--- config.mk ---
export PLATFORM = sky130hd
export DESIGN_NAME = fsab_data_fifo_flat
export DESIGN_NICKNAME = d
export VERILOG_FILES = /design/src/fsab_pkg.sv /design/src/fsab_data_if.sv /design/src/fsab_data_fifo.sv /design/src/flat_wrapper.sv
export SDC_FILE = /design/constraint.sdc
export NUM_CORES = 2
export LEC_CHECK = 0
export BUFFER_PORTS_ARGS = -buffer_cell sky130_fd_sc_hd__buf_2
export CORE_MARGIN = 8
export CORE_UTILIZATION = 62
export DETAILED_ROUTE_END_ITERATION = 8
export PLACE_DENSITY = 0.79
export REMOVE_ABC_BUFFERS = 1
export SLEW_MARGIN = 10
export SYNTH_ARGS = -nofsm -noshare
export SYNTH_HDL_FRONTEND = slang
export SYNTH_SLANG_ARGS = --single-unit
export TNS_END_PERCENT = 20
--- constraint.sdc ---
create_clock -name clk -period 8.27 [get_ports clk]
set_input_delay 0.4135 -clock clk [delete_from_list [all_inputs] [get_ports clk]]
set_output_delay 0.4135 -clock clk [all_outputs]
set_load 0.01 [all_outputs]
--- src/fsab_pkg.sv ---
`default_nettype none

package fsab_pkg;

	localparam int fsab_did_w = 4;
	localparam int fsab_addr_w = 31;
	localparam int fsab_len_w = 4;
	localparam int fsab_data_w = 64;
	localparam int fsab_mask_w = fsab_data_w / 8;

	localparam int fsab_credits = 4; // a master starts out holding this many requests.
	localparam int fsab_len_max = 8; // longest burst in words.
	localparam int fsab_bytes = fsab_data_w / 8; // address step from one beat to the next.
	localparam int fsab_addr_lo = $clog2(fsab_bytes); // lowest address bit that picks a word.

	// Request direction, as seen from the master.
	typedef enum logic {
		FSAB_READ = 1'b0,
		FSAB_WRITE = 1'b1
	} fsab_mode_t;

	typedef logic [fsab_did_w-1:0] fsab_did_t;
	typedef logic [fsab_addr_w-1:0] fsab_addr_t;
	typedef logic [fsab_len_w-1:0] fsab_len_t;
	typedef logic [fsab_data_w-1:0] fsab_data_t;
	typedef logic [fsab_mask_w-1:0] fsab_mask_t;

	// Memory controller sequencing.
	typedef enum logic [1:0] {
		idle, // waiting for a queued header.
		load, // popped header and first beat are visible.
		write_beats, // merging the rest of a write burst.
		read_beats // streaming the rest of a read burst.
	} mem_state_t;

endpackage

`default_nettype wire
--- src/fsab_data_if.sv ---
`timescale 1ns/10ps
`default_nettype none

interface fsab_data_if import fsab_pkg::*; ();

	logic data_valid; // at least one beat waits in the queue.
	fsab_data_t data;
	fsab_mask_t mask; // one enable per byte of data.
	logic data_pop; // data and mask update on the cycle after this.

	modport fifo (
		output data_valid,
		output data,
		output mask,
		input data_pop
	);

	modport ctrl (
		input data_valid,
		input data,
		input mask,
		output data_pop
	);

endinterface

`default_nettype wire

--- src/fsab_data_fifo.sv ---
`timescale 1ns/10ps
`default_nettype none

module fsab_data_fifo import fsab_pkg::*; #(
	parameter int data_depth = fsab_credits * fsab_len_max
) (
	input wire clk,
	input wire Nrst,
	input wire fsabo_valid,
	input wire fsab_data_t fsabo_data,
	input wire fsab_mask_t fsabo_mask,
	fsab_data_if.fifo dat
);

	localparam int idx_w = $clog2(data_depth);

	typedef logic [idx_w:0] ptr_t;

	ptr_t wr_ptr;
	ptr_t rd_ptr;
	logic full;
	logic empty;

	fsab_data_t data_q [data_depth];
	fsab_mask_t mask_q [data_depth];

	assign empty = (wr_ptr == rd_ptr);
	assign full = ((wr_ptr - rd_ptr) == ptr_t'(data_depth));
	assign dat.data_valid = !empty;

	always_ff @(posedge clk or negedge Nrst) begin
		if (!Nrst) begin
			wr_ptr <= '0;
			rd_ptr <= '0;
		end else begin
			if (fsabo_valid) begin
				wr_ptr <= wr_ptr + ptr_t'(1); // reads queue their dummy beat as well.
			end
			if (dat.data_pop) begin
				rd_ptr <= rd_ptr + ptr_t'(1);
			end
		end
	end

	always_ff @(posedge clk) begin
		if (fsabo_valid) begin
			data_q[wr_ptr[idx_w-1:0]] <= fsabo_data;
			mask_q[wr_ptr[idx_w-1:0]] <= fsabo_mask;
		end
		if (dat.data_pop) begin
			dat.data <= data_q[rd_ptr[idx_w-1:0]];
			dat.mask <= mask_q[rd_ptr[idx_w-1:0]];
		end
	end

	a_no_push_full: assert property (@(posedge clk) disable iff (!Nrst)
		!(fsabo_valid && full))
		else $error("data queue written while full");

	a_no_pop_empty: assert property (@(posedge clk) disable iff (!Nrst)
		!(dat.data_pop && empty))
		else $error("data queue read while empty");

endmodule

`default_nettype wire

--- src/flat_wrapper.sv ---
// flat-port wrapper written by rule: the top's interface ports become plain ports
module fsab_data_fifo_flat import fsab_pkg::*;
#(
	parameter int data_depth = fsab_credits * fsab_len_max
)
  (clk, Nrst, fsabo_valid, fsabo_data, fsabo_mask, dat_data_valid, dat_data, dat_mask, dat_data_pop);
  fsab_data_if dat_i ();
  input wire clk;
  input wire Nrst;
  input wire fsabo_valid;
  input wire fsab_data_t fsabo_data;
  input wire fsab_mask_t fsabo_mask;
  output wire logic [$bits(dat_i.data_valid)-1:0] dat_data_valid;
  output wire logic [$bits(dat_i.data)-1:0] dat_data;
  output wire logic [$bits(dat_i.mask)-1:0] dat_mask;
  input wire logic [$bits(dat_i.data_pop)-1:0] dat_data_pop;
  assign dat_data_valid = dat_i.data_valid;
  assign dat_data = dat_i.data;
  assign dat_mask = dat_i.mask;
  assign dat_i.data_pop = dat_data_pop;
  fsab_data_fifo #(.data_depth(data_depth)) u_core (.clk(clk), .Nrst(Nrst), .fsabo_valid(fsabo_valid), .fsabo_data(fsabo_data), .fsabo_mask(fsabo_mask), .dat(dat_i));
endmodule
# Word level (Yosys, flattened, before mapping)
# Memories as Yosys holds them, arrays and structs flattened. A register that Yosys moved wholly into a read port is not among the register bits.
# Cells that the tools add are included.
totals:
  ff_bits: 12
  mem_bits_rw: 2304
  inputBits: 76
  out_inout_bits: 73
  elab_cells: 10
  mem_count: 2
op_classes:
  addsub: 2
  n_eq_ne: 1
  n_mux: 2
  reduce_logical: 1
mem_list:
  columns: ["name", "words", "width", "read_ports", "rd_ports_with_merged_regs", "wr", "line_no", "rtl"]
  rows:
  - ["u_core.data_q", 32, 64, 1, 1, 1, "fsab_data_fifo.sv:24", "fsab_data_t data_q [data_depth];"]
  - ["u_core.mask_q", 32, 8, 1, 1, 1, "fsab_data_fifo.sv:25", "fsab_mask_t mask_q [data_depth];"]
ops:
  columns: ["op", "n"]
  rows:
  - ["adder 6 x 1 -> 6 bit, second input constant", 2]
  - ["equality test 6 bit", 1]
  - ["two-way mux 1 bit", 2]
  - ["logical NOT 1 bit", 1]

# Longest topological paths before layout
logic_depth:
  ltp_word: 2
  depth_mapped: 8
  ltp_nobuf: 4

# Worst setup path after synthesis
# Ideal clock, no wire load.
synth_path:
  kind: "input-to-reg"
  start: "input port fsabo_valid"
  end: "memory u_core.data_q[3][0] in the netlist's numbering (enable)"
  setup_time_ns: 0.591
  arrival_time_ns: 5.986
  required_ns: 7.679
  setup_slack_ns: 1.693
  path_stages: 4
  path_buffers: 1
  path_cell_list: "clkbuf_1 > nand2_1 > or2_2 > nor3_1"
synth_via:
  elab_chain_cells: 2
synth_lines:
  columns: ["item", "line_no", "rtl"]
  rows:
  - ["start: declaration", "flat_wrapper.sv:10", "input wire fsabo_valid;"]
  - ["two-way mux 1 bit", "fsab_data_fifo.sv:46", "if (fsabo_valid) begin"]
  - ["two-way mux 1 bit (implied by the code)", "fsab_data_fifo.sv:47", "data_q[wr_ptr[idx_w-1:0]] <= fsabo_data;"]
  - ["end: declaration", "fsab_data_fifo.sv:24", null]
# No other way between the ends.

# Worst setup path in the final report
layout_path:
  start: "register u_core.rd_ptr[1]"
  end: "output port dat_data_valid"
layout_via:
  elab_chain_cells: 2
layout_lines:
  columns: ["item", "line_no", "rtl"]
  rows:
  - ["start: declaration", "fsab_data_fifo.sv:20", "ptr_t rd_ptr;"]
  - ["start signal: assignment", "fsab_data_fifo.sv:40", "rd_ptr <= rd_ptr + ptr_t'(1);"]
  - ["equality test 6 bit", "fsab_data_fifo.sv:27", "assign empty = (wr_ptr == rd_ptr);"]
  - ["logical NOT 1 bit", "fsab_data_fifo.sv:29", "assign dat.data_valid = !empty;"]
  - ["end: declaration", "flat_wrapper.sv:13", "output wire logic [$bits(dat_i.data_valid)-1:0] dat_data_valid;"]
# No other way between the ends.

==> metrics.cfg <==
[timing]
fmax_ghz=0.228
drv_slew=0
tightest_slew_ns=1.14
skew_ns=0.0473
finalHoldViolations=0
tns_ns=0
layout_setup_ws_ns=3.88
rsz0062_at_grt=no
fin_crit_ns=4.39
setup_viol=0
relSlewSlack=0.236
finalCritPeriodShare=0.531

[synth]
synthArstFlopShare=0.00503
ys_types=49
synthFlopType=edfxtp_1
yosys.area.top_type=edfxtp_1
synth_area_um2=90100
ys_warn_count=0
synth.area.top_cells=edfxtp_1 (79%), mux4_2 (11%), mux2i_1 (2.4%)
yosysSeqAreaShare=0.795
syn_inst=3942
synth.top_cell.area_share=0.792
synth_common_cells=edfxtp_1 (2376), mux4_2 (432), mux2i_1 (215)
synth-seq-cells=2388
synthMostInstantiatedCell=edfxtp_1
synth_edf_count=2376
synth_area_per_cell_um2=22.9

[placement]
dpl.hpwl_um=107000
pre_cts_ws_ns=4.31
place_congestion=0.777
portBuffers=148

[clocking]
cts_buffers=218
cts_tree=built
cts-root-buf=clkbuf_16
cts_hold_buf=33
htree_levels=4
clkSinkCount=2388
cts_setup_buffers=0
clk_transition_reported_paths_ns=0.07
clockBufferDepth=3
clk_latency_ns=0.84
ctsResizeCount=0

[drt]
ant_nets=0
drc=0
vias_per_cell=7.11
drt_first_pass_iters=6
routedWlPerCell_um=35.6
vias=45000
drt_iter0_drc=6503
wl_um=226000

[critical_path]
critPathKind=flop to primary output
startpoint_type=flop
timing.reg2reg.setup_slack_ns=4.26
reg2reg_to=u_core.data_q[23][55]
crit_fanout=58
worstPathRequired_ns=7.86
reg2reg_from=u_core.wr_ptr[2]
crit_path_end_kind=primary output
worstPathArrival_ns=3.98
r2r.worst_path.cells=4

[final_layout]
syn_to_final_growth_pct=11.2
layout-drive-gt1-share=0.257
num-nets-final=4310

[global_route]
grt-ovfl-total=0
track_usage=0.282
grt_first_pass_wirelength_um=318000
antenna_found_initial=13
grt_max_degree=160
first_global_vias=44900

[floorplan]
start_util=0.621
core_area_um2=145000
die_x_um=397
chipHeight_um=397
boundaryPins=149
die_area_um2=158000
rows=140

[min_path]
hold_start=dat_data_pop
min_to=u_core.dat.data[8]
hold_depth=1
worstHoldPathType=input port to flop

[status]
status=completed

[power_and_ir_drop]
p_leak_uw=0.0318
power_density_nw_per_um2=333
vdd_ir_drop_max_mv=0.301

[job]
drv_cap=0

through the flow:
| step | total power (uW) | util | cell area (um^2) | cells | hold WS (ns) |
|---|---|---|---|---|---|
| after floorplan | 21400 | - | 88600 | 3718 | 0.118 |
| after global placement | 23500 | 0.641 | 93000 | 5893 | 0.337 |
| after detailed placement | 23600 | 0.641 | 93000 | 5893 | 0.331 |
| after CTS | 33500 | 0.691 | 100000 | 6327 | 0.000124 |
| after global routing | 34400 | 0.691 | 100000 | 6327 | 0.0388 |
| final | 33400 | 0.691 | 100000 | 6332 | 0.0560 |
worst max path at each step:
| stage | slack [ns] | start | endpoint | cells after the start |
|---|---|---|---|---|
| final | 3.88 | u_core.rd_ptr[1] | dat_data_valid | 6 |
| after global routing | 3.63 | u_core.rd_ptr[1] | dat_data_valid | 6 |
| after CTS | 3.75 | u_core.rd_ptr[1] | dat_data_valid | 6 |
| after detailed placement | 4.31 | u_core.rd_ptr[0] | u_core.dat.data[44] | 5 |
| after global placement | 4.29 | u_core.rd_ptr[0] | u_core.dat.data[34] | 5 |
| after floorplan | -14.67 | u_core.rd_ptr[0] | u_core.dat.data[13] | 3 |
cell usage in the layout, fill, tap and decap left out, types with 55 or more instances in the layout:
cell          n
buf_2       147
buf_4       105
mux2i_1     215
edfxtp_1   2376
o22ai_1     142
a22oi_1      71
clkinv_1     55
clkbuf_16   219
mux4_2      432
mux2_2       65
metal layers:
layer  track usage  vias to the layer above  wire length, um
li1              -                    17500                -
met4         0.109                        8             9590
met3        0.0621                      644            27000
met1         0.376                    23300            78300
met5             0                        -               45
met2         0.463                     3575           111000
cells by family (layout without fill, tap and decap cells):
logic type,count (synthesis),after routing,synth area share
and+or+nand+nor,118,118,0.00596
xor gates and xnor gates,14,14,0.00136
adders and majority gates,5,5,0.000694
muxes,720,720,0.141
DFF,2388,2388,0.795
AOI/OAI and AO/OA,469,469,0.0391
other,0,5,0
buffers and inverters,228,696,0.0167
registers in the layout (all words and copies together), names as in the netlist:
signal	cells
u_core.wr_ptr	6
u_core.rd_ptr	6
u_core.data_q	2048
u_core.mask_q	256
u_core.dat.mask	8
u_core.dat.data	64
report_power, final:
part           switching (uW)  leakage (uW)  internal (uW)
registers                 505        0.0216          14400
clock network            4340       0.00336           5500
logic                    5060       0.00684           3620
cell type report:
type | instances | area, um^2
multi-input cells | 1326 | 17300
diodes | 5 | 12.5
clock buffers | 273 | 5680
well taps | 1917 | 2400
repair buffers | 291 | 1970
inverters | 4 | 15.0
clock inverters | 128 | 1240
fillers | 8282 | 44800
flip-flops and latches | 2388 | 71700
critical path, cell delays in order (launching register included):
cell     delay [ns]
dfrtp_4        0.68
buf_4          0.83
buf_4          0.82
xor2_1         0.13
nor4_1         0.22
nand3_1        0.21
buf_2          0.20
No activity file was read; power rests on OpenSTA's default activity.
