--- src/fsab_pkg.sv ---
`default_nettype none

package fsab_pkg;

	localparam int fsab_did_w = 4;
	localparam int fsab_addr_w = 31;
	localparam int fsab_len_w = 4;
	localparam int fsab_data_w = 64;
	localparam int fsab_mask_w = fsab_data_w / 8;

	localparam int fsab_credits = 4; // a master starts out holding this many requests.
	localparam int fsab_len_max = 8; // longest burst in words.
	localparam int fsab_bytes = fsab_data_w / 8; // address step from one beat to the next.
	localparam int fsab_addr_lo = $clog2(fsab_bytes); // lowest address bit that picks a word.

	// Request direction, as seen from the master.
	typedef enum logic {
		FSAB_READ = 1'b0,
		FSAB_WRITE = 1'b1
	} fsab_mode_t;

	typedef logic [fsab_did_w-1:0] fsab_did_t;
	typedef logic [fsab_addr_w-1:0] fsab_addr_t;
	typedef logic [fsab_len_w-1:0] fsab_len_t;
	typedef logic [fsab_data_w-1:0] fsab_data_t;
	typedef logic [fsab_mask_w-1:0] fsab_mask_t;

	// Memory controller sequencing.
	typedef enum logic [1:0] {
		idle, // waiting for a queued header.
		load, // popped header and first beat are visible.
		write_beats, // merging the rest of a write burst.
		read_beats // streaming the rest of a read burst.
	} mem_state_t;

endpackage

`default_nettype wire
--- src/fsab_req_if.sv ---
`timescale 1ns/10ps
`default_nettype none

interface fsab_req_if import fsab_pkg::*; ();

	logic req_valid; // at least one header waits in the queue.
	fsab_mode_t mode;
	fsab_did_t did;
	fsab_did_t subdid;
	fsab_addr_t addr;
	fsab_len_t len;
	logic req_pop; // header fields update on the cycle after this.

	modport fifo (
		output req_valid,
		output mode,
		output did,
		output subdid,
		output addr,
		output len,
		input req_pop
	);

	modport ctrl (
		input req_valid,
		input mode,
		input did,
		input subdid,
		input addr,
		input len,
		output req_pop
	);

endinterface

`default_nettype wire

--- src/fsab_req_fifo.sv ---
`timescale 1ns/10ps
`default_nettype none

module fsab_req_fifo import fsab_pkg::*; (
	input wire clk,
	input wire Nrst,
	input wire fsabo_valid,
	input wire fsab_mode_t fsabo_mode,
	input wire fsab_did_t fsabo_did,
	input wire fsab_did_t fsabo_subdid,
	input wire fsab_addr_t fsabo_addr,
	input wire fsab_len_t fsabo_len,
	output logic fsabo_credit,
	fsab_req_if.fifo req
);

	localparam int idx_w = $clog2(fsab_credits);

	typedef logic [idx_w:0] ptr_t;

	ptr_t wr_ptr;
	ptr_t rd_ptr;
	fsab_len_t beats_rem; // beats of the current burst still to come.
	logic push;
	logic full;
	logic empty;

	fsab_mode_t mode_q [fsab_credits];
	fsab_did_t did_q [fsab_credits];
	fsab_did_t subdid_q [fsab_credits];
	fsab_addr_t addr_q [fsab_credits];
	fsab_len_t len_q [fsab_credits];

	assign push = fsabo_valid && (beats_rem == '0); // only the first beat carries a header.
	assign empty = (wr_ptr == rd_ptr);
	assign full = ((wr_ptr - rd_ptr) == ptr_t'(fsab_credits));
	assign req.req_valid = !empty;
	assign fsabo_credit = req.req_pop; // every header taken frees one credit.

	always_ff @(posedge clk or negedge Nrst) begin
		if (!Nrst) begin
			wr_ptr <= '0;
			rd_ptr <= '0;
			beats_rem <= '0;
		end else begin
			if (push) begin
				wr_ptr <= wr_ptr + ptr_t'(1);
			end
			if (req.req_pop) begin
				rd_ptr <= rd_ptr + ptr_t'(1);
			end
			if (push) begin
				if (fsabo_mode == FSAB_WRITE) begin
					beats_rem <= fsabo_len - fsab_len_t'(1); // a read is always one beat.
				end else begin
					beats_rem <= '0;
				end
			end else if (fsabo_valid) begin
				beats_rem <= beats_rem - fsab_len_t'(1);
			end
		end
	end

	always_ff @(posedge clk) begin
		if (push) begin
			mode_q[wr_ptr[idx_w-1:0]] <= fsabo_mode;
			did_q[wr_ptr[idx_w-1:0]] <= fsabo_did;
			subdid_q[wr_ptr[idx_w-1:0]] <= fsabo_subdid;
			addr_q[wr_ptr[idx_w-1:0]] <= fsabo_addr;
			len_q[wr_ptr[idx_w-1:0]] <= fsabo_len;
		end
		if (req.req_pop) begin
			req.mode <= mode_q[rd_ptr[idx_w-1:0]];
			req.did <= did_q[rd_ptr[idx_w-1:0]];
			req.subdid <= subdid_q[rd_ptr[idx_w-1:0]];
			req.addr <= addr_q[rd_ptr[idx_w-1:0]];
			req.len <= len_q[rd_ptr[idx_w-1:0]];
		end
	end

	// A full queue here means the master issued without holding a credit.
	a_no_push_full: assert property (@(posedge clk) disable iff (!Nrst)
		!(push && full))
		else $error("header queue written while full");

	a_no_pop_empty: assert property (@(posedge clk) disable iff (!Nrst)
		!(req.req_pop && empty))
		else $error("header queue read while empty");

endmodule

`default_nettype wire

--- src/flat_wrapper.sv ---
// flat-port wrapper written by rule: the top's interface ports become plain ports
module fsab_req_fifo_flat import fsab_pkg::*;
  (clk, Nrst, fsabo_valid, fsabo_mode, fsabo_did, fsabo_subdid, fsabo_addr, fsabo_len, fsabo_credit, req_req_valid, req_mode, req_did, req_subdid, req_addr, req_len, req_req_pop);
  fsab_req_if req_i ();
  input wire clk;
  input wire Nrst;
  input wire fsabo_valid;
  input wire fsab_mode_t fsabo_mode;
  input wire fsab_did_t fsabo_did;
  input wire fsab_did_t fsabo_subdid;
  input wire fsab_addr_t fsabo_addr;
  input wire fsab_len_t fsabo_len;
  output logic fsabo_credit;
  output wire logic [$bits(req_i.req_valid)-1:0] req_req_valid;
  output wire logic [$bits(req_i.mode)-1:0] req_mode;
  output wire logic [$bits(req_i.did)-1:0] req_did;
  output wire logic [$bits(req_i.subdid)-1:0] req_subdid;
  output wire logic [$bits(req_i.addr)-1:0] req_addr;
  output wire logic [$bits(req_i.len)-1:0] req_len;
  input wire logic [$bits(req_i.req_pop)-1:0] req_req_pop;
  assign req_req_valid = req_i.req_valid;
  assign req_mode = req_i.mode;
  assign req_did = req_i.did;
  assign req_subdid = req_i.subdid;
  assign req_addr = req_i.addr;
  assign req_len = req_i.len;
  assign req_i.req_pop = req_req_pop;
  fsab_req_fifo u_core (.clk(clk), .Nrst(Nrst), .fsabo_valid(fsabo_valid), .fsabo_mode(fsabo_mode), .fsabo_did(fsabo_did), .fsabo_subdid(fsabo_subdid), .fsabo_addr(fsabo_addr), .fsabo_len(fsabo_len), .fsabo_credit(fsabo_credit), .req(req_i));
endmodule
--- config.mk ---
export PLATFORM = sky130hd
export DESIGN_NAME = fsab_req_fifo_flat
export DESIGN_NICKNAME = d
export VERILOG_FILES = /design/src/fsab_pkg.sv /design/src/fsab_req_if.sv /design/src/fsab_req_fifo.sv /design/src/flat_wrapper.sv
export SDC_FILE = /design/constraint.sdc
export NUM_CORES = 1
export LEC_CHECK = 0
export BUFFER_PORTS_ARGS = -buffer_cell sky130_fd_sc_hd__buf_2
export CAP_MARGIN = 25
export CORE_ASPECT_RATIO = 0.75
export CORE_UTILIZATION = 61
export CTS_CLUSTER_DIAMETER = 60
export DETAILED_ROUTE_END_ITERATION = 16
export GPL_TIMING_DRIVEN = 0
export PLACE_DENSITY = 0.83
export SYNTH_ARGS = -nofsm -noshare
export SYNTH_HDL_FRONTEND = slang
export SYNTH_SLANG_ARGS = --single-unit
--- constraint.sdc ---
create_clock -name clk -period 7.1 [get_ports clk]
set_input_delay 0.355 -clock clk [delete_from_list [all_inputs] [get_ports clk]]
set_output_delay 0.355 -clock clk [all_outputs]
set_load 0.03 [all_outputs]
Word-level counts from Yosys, hierarchy flattened
Memories as Yosys holds them, arrays and structs flattened. A register that Yosys moved wholly into a read port is not among the register bits.
Cells that the tools add are included.
Operators by class
  muxes and demuxes: 5
  divide/modulo/power cells: 0
  reductions and logical operators: 4
  order comparisons: 0
  bitwise gates (word level): 0
  shift-type cells: 0
  equal/unequal tests: 1
  $mul: 0
  add/subtract/negate cells: 4
Operator list (count)
  4-bit 2-to-1 mux: 3
  4-bit by 1-bit subtractor with 4-bit output, second input constant: 2
  3-bit by 1-bit adder with 3-bit output, second input constant: 2
  4-bit logical NOT: 1
  3-bit == test: 1
  1-bit 2-to-1 mux: 2
  2-bit nonzero test: 1
  1-bit logical AND: 1
  1-bit logical NOT: 1
Storage, ports and cells
  bits in writable memories: 176
  memories: 5
  register bits: 10
  word-level logic and storage cells: 22
  bits of input ports: 48
  bits in read-only memories: 0
  latch bits: 0
  output and inout bits: 46
Memory list
  u_core.addr_q: depth 4, bits a word 31, read ports 1, clocked after Yosys merged registers in 1, write ports 1, line fsab_req_fifo.sv:31  | fsab_addr_t addr_q [fsab_credits];
  u_core.did_q: depth 4, bits a word 4, read ports 1, clocked after Yosys merged registers in 1, write ports 1, line fsab_req_fifo.sv:29  | fsab_did_t did_q [fsab_credits];
  u_core.len_q: depth 4, bits a word 4, read ports 1, clocked after Yosys merged registers in 1, write ports 1, line fsab_req_fifo.sv:32  | fsab_len_t len_q [fsab_credits];
  u_core.subdid_q: depth 4, bits a word 4, read ports 1, clocked after Yosys merged registers in 1, write ports 1, line fsab_req_fifo.sv:30  | fsab_did_t subdid_q [fsab_credits];
  u_core.mode_q: depth 4, bits a word 1, read ports 1, clocked after Yosys merged registers in 1, write ports 1, line fsab_req_fifo.sv:28  | fsab_mode_t mode_q [fsab_credits];

Longest topological paths before layout
Gate-level depths: netlist of run 1.
  depth after elaboration: 4
  mapped depth: 6
  depth with buffers taken out: 5

Worst setup path after synthesis of run 1
No wires, ideal clock.
  kind: reg2reg
  start point: reg u_core.beats_rem[0]
  end point: mem u_core.addr_q[0][0] (netlist name) (enable)
  data arrival time: 2.042 ns
  path slack: 4.652 ns
  cell stages (with the launch flop): 6
  path buffers: 1
  library setup time: 0.406 ns
  data required time: 6.694 ns
  period minus slack after synthesis: 2.448 ns
  cells stage by stage: dfrtp_1 -> inv_1 -> ha_1 -> and4bb_2 -> buf_6 -> and2_1
On the way
  longest elaborated chain between the ends: 4
Ends and longest elaborated chain
  start: declaration: line fsab_req_fifo.sv:23  | fsab_len_t beats_rem;
  start signal: assignment: line fsab_req_fifo.sv:54  | beats_rem <= fsabo_len - fsab_len_t'(1);
  start signal: assignment: line fsab_req_fifo.sv:59  | beats_rem <= beats_rem - fsab_len_t'(1);
  4-bit logical NOT: line fsab_req_fifo.sv:34  | assign push = fsabo_valid && (beats_rem == '0);
  1-bit logical AND: line fsab_req_fifo.sv:34
  1-bit 2-to-1 mux: line fsab_req_fifo.sv:65  | if (push) begin
  1-bit 2-to-1 mux (implied by the code): line fsab_req_fifo.sv:69  | addr_q[wr_ptr[idx_w-1:0]] <= fsabo_addr;
  end: declaration: line fsab_req_fifo.sv:31
Every way passes these cells.

Worst setup path after layout of run 1
  start point: reg u_core.rd_ptr[1]
  end point: out req_req_valid
On the way
  longest elaborated chain between the ends: 2
Ends and longest elaborated chain
  start: declaration: line fsab_req_fifo.sv:22  | ptr_t rd_ptr;
  start signal: assignment: line fsab_req_fifo.sv:50  | rd_ptr <= rd_ptr + ptr_t'(1);
  3-bit == test: line fsab_req_fifo.sv:35  | assign empty = (wr_ptr == rd_ptr);
  1-bit logical NOT: line fsab_req_fifo.sv:37  | assign req.req_valid = !empty;
  end: declaration: line flat_wrapper.sv:14  | output wire logic [$bits(req_i.req_valid)-1:0] req_req_valid;
Every way passes these cells.

==> results of run 1 <==
==> worst max-delay path, delay by kind of cell (launching register included) <==
kind	cells	cell delay (ps)
simple gates	1	140
flops	1	360
xor+xnor	1	160
buf+inv	3	820
==> cells by family (layout without fill, tap and decap cells) <==
kind of cell	Yosys count	in the layout	synth area share, %
adders and majority gates	8	8	1.19
and+or+nand+nor	18	18	1.31
muxes	46	46	12.3
xor gates and xnor gates	9	9	0.940
buffers and inverters	19	153	1.97
DFF	230	230	81.7
AOI/OAI and AO/OA	7	7	0.522
==> power by group <==
group          switching, mW  total, mW  internal (mW)
Combinational          0.467      0.858          0.391
Clock                  0.441       1.03          0.585
Sequential            0.0593       1.73           1.67
Total                  0.967       3.61           2.65
==> cell type report <==
class | count | area (µm²) | share of cell area [%]
clock buffer | 30 | 599 | 6.12
buffer | 13 | 143 | 1.46
inverter | 6 | 22.5 | 0.230
sequential | 230 | 6860 | 70.0
clock inverter | 7 | 32.5 | 0.332
timing repair buffer | 97 | 551 | 5.62
tap | 171 | 214 | 2.19
multi-input combinational | 88 | 1370 | 14.0
==> worst paths after layout <==
check	startpoint	end	slack [ps]	cells after the start
min	fsabo_addr[21]	u_core.addr_q[3][21]$_DFFE_PP_	80	1
min in group asynchronous	Nrst	u_core.beats_rem[0]$_DFFE_PN0P_	270	2
max in group asynchronous	Nrst	u_core.rd_ptr[0]$_DFFE_PN0P_	6620	2
max	u_core.rd_ptr[1]$_DFFE_PN0P_	req_req_valid	4790	5
max reg2reg	u_core.beats_rem[0]$_DFFE_PN0P_	u_core.addr_q[1][4]$_DFFE_PP_	4960	6
min reg2reg	u_core.wr_ptr[2]$_DFFE_PN0P_	u_core.wr_ptr[2]$_DFFE_PN0P_	510	1
==> metrics by stage <==
step | util (%) | total power [mW] | instances | hold WS [ps] | cell area (µm²)
after CTS | 74.2 | 3.65 | 642 | 64.9 | 9790
after global routing | 74.2 | 3.77 | 642 | 61.4 | 9790
after detailed placement | 69.3 | 2.62 | 604 | 242 | 9150
final | 74.2 | 3.61 | 642 | 82.9 | 9790
after floorplan | - | 2.40 | 337 | 59.4 | 8390
after global placement | 68.7 | 2.59 | 600 | 222 | 9060
==> synth_stat cells (2+ instances only) <==
master	number
buf_4	2
dfrtp_1	10
buf_2	5
buf_12	4
and2_1	3
inv_1	6
ha_1	8
xnor2_1	7
xor2_1	2
o22ai_1	2
nand3_1	2
edfxtp_1	220
mux4_2	38
mux4_1	6
nand2_1	5
o21ai_0	2
buf_6	2
a31oi_1	2
nor2b_1	2
==> layout by cell type (no fill, tap or decap), types with 2 or more instances in the layout <==
| cell type | n |
|---|---|
| a31oi_1 | 2 |
| and2_2 | 3 |
| buf_12 | 8 |
| buf_2 | 97 |
| buf_4 | 2 |
| buf_6 | 2 |
| clkbuf_1 | 5 |
| clkbuf_16 | 21 |
| clkbuf_8 | 4 |
| clkinv_1 | 4 |
| clkinv_2 | 2 |
| dfrtp_1 | 10 |
| edfxtp_1 | 220 |
| ha_1 | 8 |
| inv_1 | 6 |
| mux4_1 | 6 |
| mux4_2 | 38 |
| nand2_1 | 5 |
| nand3_1 | 2 |
| nor2b_1 | 2 |
| o21ai_0 | 2 |
| o22ai_1 | 2 |
| xnor2_1 | 7 |
| xor2_1 | 2 |
==> per-layer routing <==
metal	share of wire [%]	track usage, %	wire, µm	vias up
met5	0.072	0	10	-
met4	2.2	6.28	306	2
met3	4.6	4.41	638	26
met2	49	32.8	6790	103
met1	44	29.3	6120	1887
li1	-	-	-	1647
==> sequential cells by signal, summed over array words and instances (netlist names) <==
name / count
u_core.beats_rem: 4
u_core.req.mode: 1
u_core.addr_q: 124
u_core.req.addr: 31
u_core.mode_q: 4
u_core.req.len: 4
u_core.wr_ptr: 3
u_core.subdid_q: 16
u_core.req.subdid: 4
u_core.req.did: 4
u_core.len_q: 16
u_core.rd_ptr: 3
u_core.did_q: 16
==> flow_summary.ini, run 1 <==
[routing]
viasPerCell = 5.71
drcViolationCount = 0
wl_per_cell_um = 21.6
drt_pass1_iterations = 4
routed_wl_mm = 13.9
ant_nets = 0
num_vias = 3665
drt-initial-drc-count = 243

[global_route]
antenna_found_initial = 1
grt_usage_pct = 20.7
grt_first_pass_wirelength_mm = 21.2
grt_overflow = 0
grt_max_degree = 46
grt_pass1_vias = 3871

[finish]
nets = 513
syn2layout_area_growth_pct = 16.7
drive_above_1_share_pct = 38.4
diodes = 0
fill_cells = 734

[synth]
synth_ff_type = edfxtp_1
synth_cells = 337
synth_fp_nets = 393
yosysSeqAreaShare_pct = 81.7
synthDistinctLibCells = 28
yosys_warnings = 0
synth_seq_cells = 230
avgSynthCellArea_um2 = 24.9
mappedNetlistArea_mm2 = 0.00839
netlist_top_cells_area = edfxtp_1 79%, mux4_2 10%, dfrtp_1 3.0%
yosysTopAreaCell = edfxtp_1
synth_edf_count = 220
yosysTopAreaCellShare_pct = 78.7
async_flop_share_pct = 4.35

[worst_setup_path]
crit_path_end_kind = primary output
required_ps = 6740
slowest_delay_ps = 360
arrival_ps = 1960
crit_type = reg -> out
cp-start-kind = register
cp_max_fo = 10
path_cells = buf_2 -> buf_2 -> xnor2_1 -> nand3_1 -> buf_2
cp_common_cell = buf_2
slowest_stage = dfrtp_1

[cts]
cts_root_buf = clkbuf_16
cts_hold_buf = 1
clock-sinks = 230
cts_buffers = 21
post-cts-setup-buffers = 0
cts_tree = done
clk_pin_slew_ps = 60
clock_latency_ps = 490
h-tree-depth = 1
cts_resized = 0
clockBufferDepth = 3

[floorplan]
core.rowCount = 36
core_area_mm2 = 0.0132
fp.dieArea_mm2 = 0.0142
die_h_um = 104
start_util_pct = 63.6
die_w_um = 137
io_pins = 94

[timing]
min_period_ps = 2310
fmaxAchievable_mhz = 433
hold_viol = 0
max-slew-margin-rel_pct = 53.5
drv_slew = 0
fin_skew_ps = 6.11
finalCritPeriodShare_pct = 32.5
grt_setup_unrepaired = no
finalSetupTns_ps = 0
worst_pin_slew_ps = 698
setup_viol = 0
setup_ws_ps = 4790

[placement]
gp_congestion = 0.740
io_buffers = 92
place_ws_ps = 4960
hpwlAfterDp_mm = 8.18

[hold_path]
hp-class = in -> reg

[power]
power_density_mw_per_mm2 = 369
leakage_nw = 3.40
peakVddDrop_mv = 0.227

[run]
drv_cap = 0

[status]
outcome = completed
(Power assumes the default switching activity.)
==> inputs of run 2 (changes only) <==
- ABC_AREA: not set -> 1
- CORE_UTILIZATION: 61 -> 58
- PLACE_DENSITY: 0.83 -> 0.79
- clock period: 7.1 -> 2.25 ns (I/O delays scaled with it)
==> flow_summary.ini, run 2 <==
[finish]
largest_register_ffs = 124
mostFrequentLayoutCells = 220 x edfxtp_1, 103 x buf_2, 96 x nor2_1
final_common_cell = edfxtp_1
nets = 789
stdcell_count = 942
drive_above_1_share_pct = 21.6
diodes = 0
fin_area_mm2 = 0.0106
syn2layout_area_growth_pct = 24.8
fill_cells = 807
fin_util_pct = 75.8

[power]
power_density_mw_per_mm2 = 1210
peakVddDrop_mv = 0.768
leakage_nw = 3.82

[worst_setup_path]
cp-start-kind = register
slowest_stage = nor2_4
crit_buf_inv = 3
crit_path_end_kind = register
arrival_ps = 2260
required_ps = 2370
crit_family = simple AND/OR/NAND/NOR gates
cp_max_fo = 22
path_cells = inv_1 -> ha_1 -> nand2_1 -> inv_2 -> nand2_2 -> buf_6 -> nor2_4
slowest_delay_ps = 700
crit_type = reg -> reg

[run]
drv_cap = 0

[cts]
h-tree-depth = 1
clk_pin_slew_ps = 70
clock-sinks = 230
clockBufferDepth = 3
clock_latency_ps = 500
cts_root_buf = clkbuf_16
cts_tree = done
cts_buffers = 22
cts_resized = 0

[synth]
mappedNetlistArea_mm2 = 0.00852
yosysTopAreaCell = edfxtp_1
avgSynthCellArea_um2 = 15.3
async_flop_share_pct = 4.35
netlist_top_cells_area = edfxtp_1 78%, o21ai_0 5.1%, nor2_1 4.4%
synth_edf_count = 220
synth.most_common_cell = edfxtp_1
ys_top_cells_by_count = 220 x edfxtp_1, 99 x nor2_1, 86 x o21ai_0
synthDistinctLibCells = 25
yosysSeqAreaShare_pct = 80.5
synth_fp_nets = 613
synth_seq_cells = 230
yosysTopAreaCellShare_pct = 77.5
yosys_warnings = 0
synth_cells = 557
synth_ff_type = edfxtp_1

[global_route]
grt_first_pass_wirelength_mm = 27.9
grt_overflow = 0
grt_pass1_vias = 5407
grtUsageMet3_pct = 4.69
grt_usage_pct = 24.7
grt_busiest_layer = met2
use_met1_pct = 32.8
grt_max_degree = 46
grtUsageMet2_pct = 42.0
antenna_found_initial = 0

[routing]
viasPerCell = 5.65
routed_wl_mm = 18.6
drcViolationCount = 0
ant_nets = 0
num_vias = 5324
drt_pass1_iterations = 5
wl_per_cell_um = 19.8
drt-initial-drc-count = 573

[hold_path]
hp-class = in -> reg

[floorplan]
die_h_um = 107
die_w_um = 142
core_area_mm2 = 0.0140
core.rowCount = 37
io_pins = 94
start_util_pct = 60.7
fp.dieArea_mm2 = 0.0152

[timing]
max-slew-margin-rel_pct = 42.1
grt_setup_unrepaired = no
finalCritPeriodShare_pct = 95.2
finalSetupTns_ps = 0
setup_viol = 0
hold_viol = 0
worst_pin_slew_ps = 866
fmaxAchievable_mhz = 467
fin_skew_ps = 14.1
hold_ws_ps = 96.6
min_period_ps = 2140
drv_slew = 0

[placement]
dp.cells = 850
io_buffers = 93
place_area_mm2 = 0.00937
gp_congestion = 0.805
hpwlAfterDp_mm = 10.9

[status]
outcome = completed
run 2: cell types whose count changed after synthesis, sizes merged, moves of 4 or more:
| cell | before | now |
|---|---|---|
| clkbuf | 0 | 13 |
| o22ai | 2 | 44 |
| o21ai | 2 | 91 |
| and2 | 4 | 0 |
| mux4 | 44 | 0 |
| buf | 13 | 17 |
| nor2 | 1 | 101 |
| nand2 | 5 | 18 |
| xnor2 | 7 | 3 |
| inv | 6 | 19 |
run 2: per-stage QoR:
step | worst slack [ps] | power, mW
after CTS | 33.5 | 12.9
after detailed placement | 51.8 | 9.12
after global placement | -1160 | 8.96
after floorplan | -230 | 7.94
final | 107 | 12.9
after global routing | 14.0 | 13.4
run 2: metal layers:
metal,wire length (µm),vias to the layer above
met5,0,-
met4,422,0
met3,1350,41
met2,9140,248
met1,7700,2617
li1,-,2418
run 2: kinds of logic after synthesis:
group / count (synthesis) / synth area share, %
AO/OA/AOI/OAI: 139 / 8.87
adder cells (fa/ha/maj): 8 / 1.17
buffers and inverters: 49 / 2.83
flip-flops: 230 / 80.5
AND/OR/NAND/NOR: 123 / 5.73
XOR/XNOR: 8 / 0.911
run 2: cell type report:
class,instances,area [µm²],area share [%]
buffer,30,168,1.58
sequential,230,6860,64.5
inverter,19,73.8,0.694
tap,195,244,2.29
clock inverter,11,138,1.29
clock buffer,27,591,5.55
multi-input combinational,280,1460,13.7
timing repair buffer,150,1100,10.4
run 2: report_power, final:
part / switching (mW) / total, mW / internal (mW)
Combinational: 2.56 / 3.66 / 1.11
Sequential: 0.179 / 5.50 / 5.32
Clock: 1.49 / 3.70 / 2.21
run 2: worst paths after layout:
check,start,end,slack (ps),cells past startpoint
max,u_core.beats_rem[0]$_DFFE_PN0P_,u_core.len_q[3][1]$_DFFE_PP_,110,7
min,req_req_pop,u_core.req.addr[22]$_DFFE_PP_,100,1
max reg2reg,u_core.beats_rem[0]$_DFFE_PN0P_,u_core.len_q[3][1]$_DFFE_PP_,110,7
min reg2reg,u_core.wr_ptr[2]$_DFFE_PN0P_,u_core.wr_ptr[2]$_DFFE_PN0P_,520,1
max in group asynchronous,Nrst,u_core.rd_ptr[0]$_DFFE_PN0P_,1290,3
min in group asynchronous,Nrst,u_core.wr_ptr[1]$_DFFE_PN0P_,630,3
run 2: timing repair:
action                                 in CTS  in global routing
hold buffers                               47                  0
setup endpoints to repair                   0                111
buffers inserted                            0                  5
endpoints found under the hold margin     189                  0
==> inputs of run 3 (changes only) <==
- CORE_UTILIZATION: 58 -> 45
- CTS_CLUSTER_SIZE: not set -> 14
- PLACE_DENSITY: 0.79 -> not set
==> flow_summary.ini, run 3 (synthesis results as in run 2) <==
[worst_setup_path]
crit_family = buffers and inverters
crit_path_end_kind = register
regToRegSetupSlack_ps = 170
path_cells = inv_1 -> ha_1 -> nand2_1 -> inv_2 -> nand2_2 -> buf_6 -> nor2_4 -> buf_12
r2r_cells = 8
required_ps = 2430
cp-start-kind = register
crit_buf_inv = 4
slowest_delay_ps = 420
path_depth = 8
slowest_stage = nor2_4
r2r-start = u_core.beats_rem[0]$_DFFE_PN0P_
cp_max_fo = 23
arrival_ps = 2270
crit_type = reg -> reg
r2r-end = u_core.addr_q[0][19]$_DFFE_PP_

[placement]
io_buffers = 93
place_ws_ps = -37.0
hpwlAfterDp_mm = 10.8
gp_congestion = 0.779

[power]
leakage_nw = 3.70
comb_power_share_pct = 29.8
p_int_mw = 8.16
p_sw_mw = 4.19
power_mw = 12.4
p_clk_share_pct = 25.7
peakVddDrop_mv = 0.525
switching_share_pct = 33.9
power_frac_seq_pct = 44.6
power_density_mw_per_mm2 = 1180

[global_route]
grt_first_pass_wirelength_mm = 28.5
grt_overflow = 0
antenna_found_initial = 0
grt_max_degree = 46
grt_pass1_vias = 5074
grt_usage_pct = 19.5

[routing]
viasPerCell = 5.23
routed_wl_mm = 19.1
drcViolationCount = 0
ant_nets = 0
num_vias = 5167
drt-initial-drc-count = 510
drt_pass1_iterations = 4
wl_per_cell_um = 19.3

[cts]
cts_tree = done
cts_root_buf = clkbuf_16
clockBufferDepth = 3
cts_buffers = 20
clock-sinks = 230
clk_pin_slew_ps = 70
h-tree-depth = 1
clock_latency_ps = 490

[floorplan]
die_h_um = 121
fp.dieArea_mm2 = 0.0195
start_util_pct = 46.0
die_w_um = 161
core_area_mm2 = 0.0185
io_pins = 94
core.rowCount = 43

[finish]
fill_cells = 1471
diodes = 0
drive_above_1_share_pct = 20.4
largest_register_ffs = 124
fin_util_pct = 56.7
mostFrequentLayoutCells = 220 x edfxtp_1, 103 x buf_2, 96 x nor2_1
nets = 783
final_common_cell = edfxtp_1
multiInputGateArea_mm2 = 0.00149
syn2layout_area_growth_pct = 23.1
regArea_mm2 = 0.00686

[timing]
max-slew-margin-rel_pct = 48.6
fin_skew_ps = 11.3
min_period_ps = 2080
hold_ws_ps = 37.8
fmaxAchievable_mhz = 480
hold_viol = 0
grt_setup_unrepaired = no
finalCritPeriodShare_pct = 92.6
setup_ws_ps = 167
setup_viol = 0
finalSetupTns_ps = 0
worst_pin_slew_ps = 770
drv_slew = 0

[status]
outcome = completed

[hold_path]
hp-class = in -> async

[run]
drv_cap = 0
[run 3: cell count changes in the layout (fill, tap and decap cells not counted), sizes merged]
cell | before | now
dlygate4sd3 | 47 | 46
buf | 120 | 114
bufinv | 3 | 0
clkbuf | 40 | 48
clkinvlp | 1 | 0
nor2 | 103 | 106
inv | 19 | 20
clkinv | 7 | 0
[run 3: layout make-up]
type / instances / share of cell area, %
sequential: 230 / 65.4
tap: 247 / 2.95
inverter: 19 / 0.704
multi-input combinational: 283 / 14.2
buffer: 30 / 1.60
clock buffer: 35 / 5.51
timing repair buffer: 143 / 9.59
clock inverter: 1 / 0.0835
[run 3: repair_timing]
item                                    in CTS  in global routing
hold endpoints to repair                   190                  0
hold buffers                                46                  0
setup buffers                                0                  0
gates cloned                                 3                  2
resized for setup                            0                  1
pin swaps                                    3                  2
endpoints found under the setup margin      70                 44
[run 3: layer usage]
metal | share of wire (%) | vias to the layer above | GRT usage (%)
li1 | - | 2405 | -
met1 | 45 | 2577 | 27.0
met2 | 49 | 165 | 32.7
met3 | 5.3 | 20 | 3.49
met4 | 1.1 | 0 | 3.36
met5 | 0 | - | 0
[run 3: worst max-delay path by stage]
stage                                          from                             end  slack [ps]
floorplan           u_core.beats_rem[0]$_DFFE_PN0P_   u_core.addr_q[0][0]$_DFFE_PP_        -230
global placement    u_core.beats_rem[0]$_DFFE_PN0P_  u_core.addr_q[1][13]$_DFFE_PP_       -1220
detailed placement  u_core.beats_rem[0]$_DFFE_PN0P_  u_core.addr_q[0][11]$_DFFE_PP_         -40
CTS                 u_core.beats_rem[0]$_DFFE_PN0P_  u_core.addr_q[3][13]$_DFFE_PP_          60
global route        u_core.beats_rem[0]$_DFFE_PN0P_  u_core.addr_q[0][25]$_DFFE_PP_          50
finish              u_core.beats_rem[0]$_DFFE_PN0P_  u_core.addr_q[0][19]$_DFFE_PP_         170
[run 3: through the flow]
| step | cells | area [µm²] |
|---|---|---|
| floorplan | 557 | 8530 |
| global placement | 897 | 9300 |
| detailed placement | 901 | 9400 |
| CTS | 986 | 10500 |
| global route | 988 | 10500 |
| finish | 988 | 10500 |
[run 3: power groups by stage]
stage / Sequential (mW) / Combinational [mW] / Clock, mW
2_1_floorplan: 6.20 / 1.74 / 0
5_1_grt: 5.55 / 4.04 / 3.40
6_report: 5.50 / 3.68 / 3.17
3_3_place_gp: 5.58 / 3.45 / 0
4_1_cts: 5.51 / 3.68 / 3.24
3_5_place_dp: 5.59 / 3.57 / 0
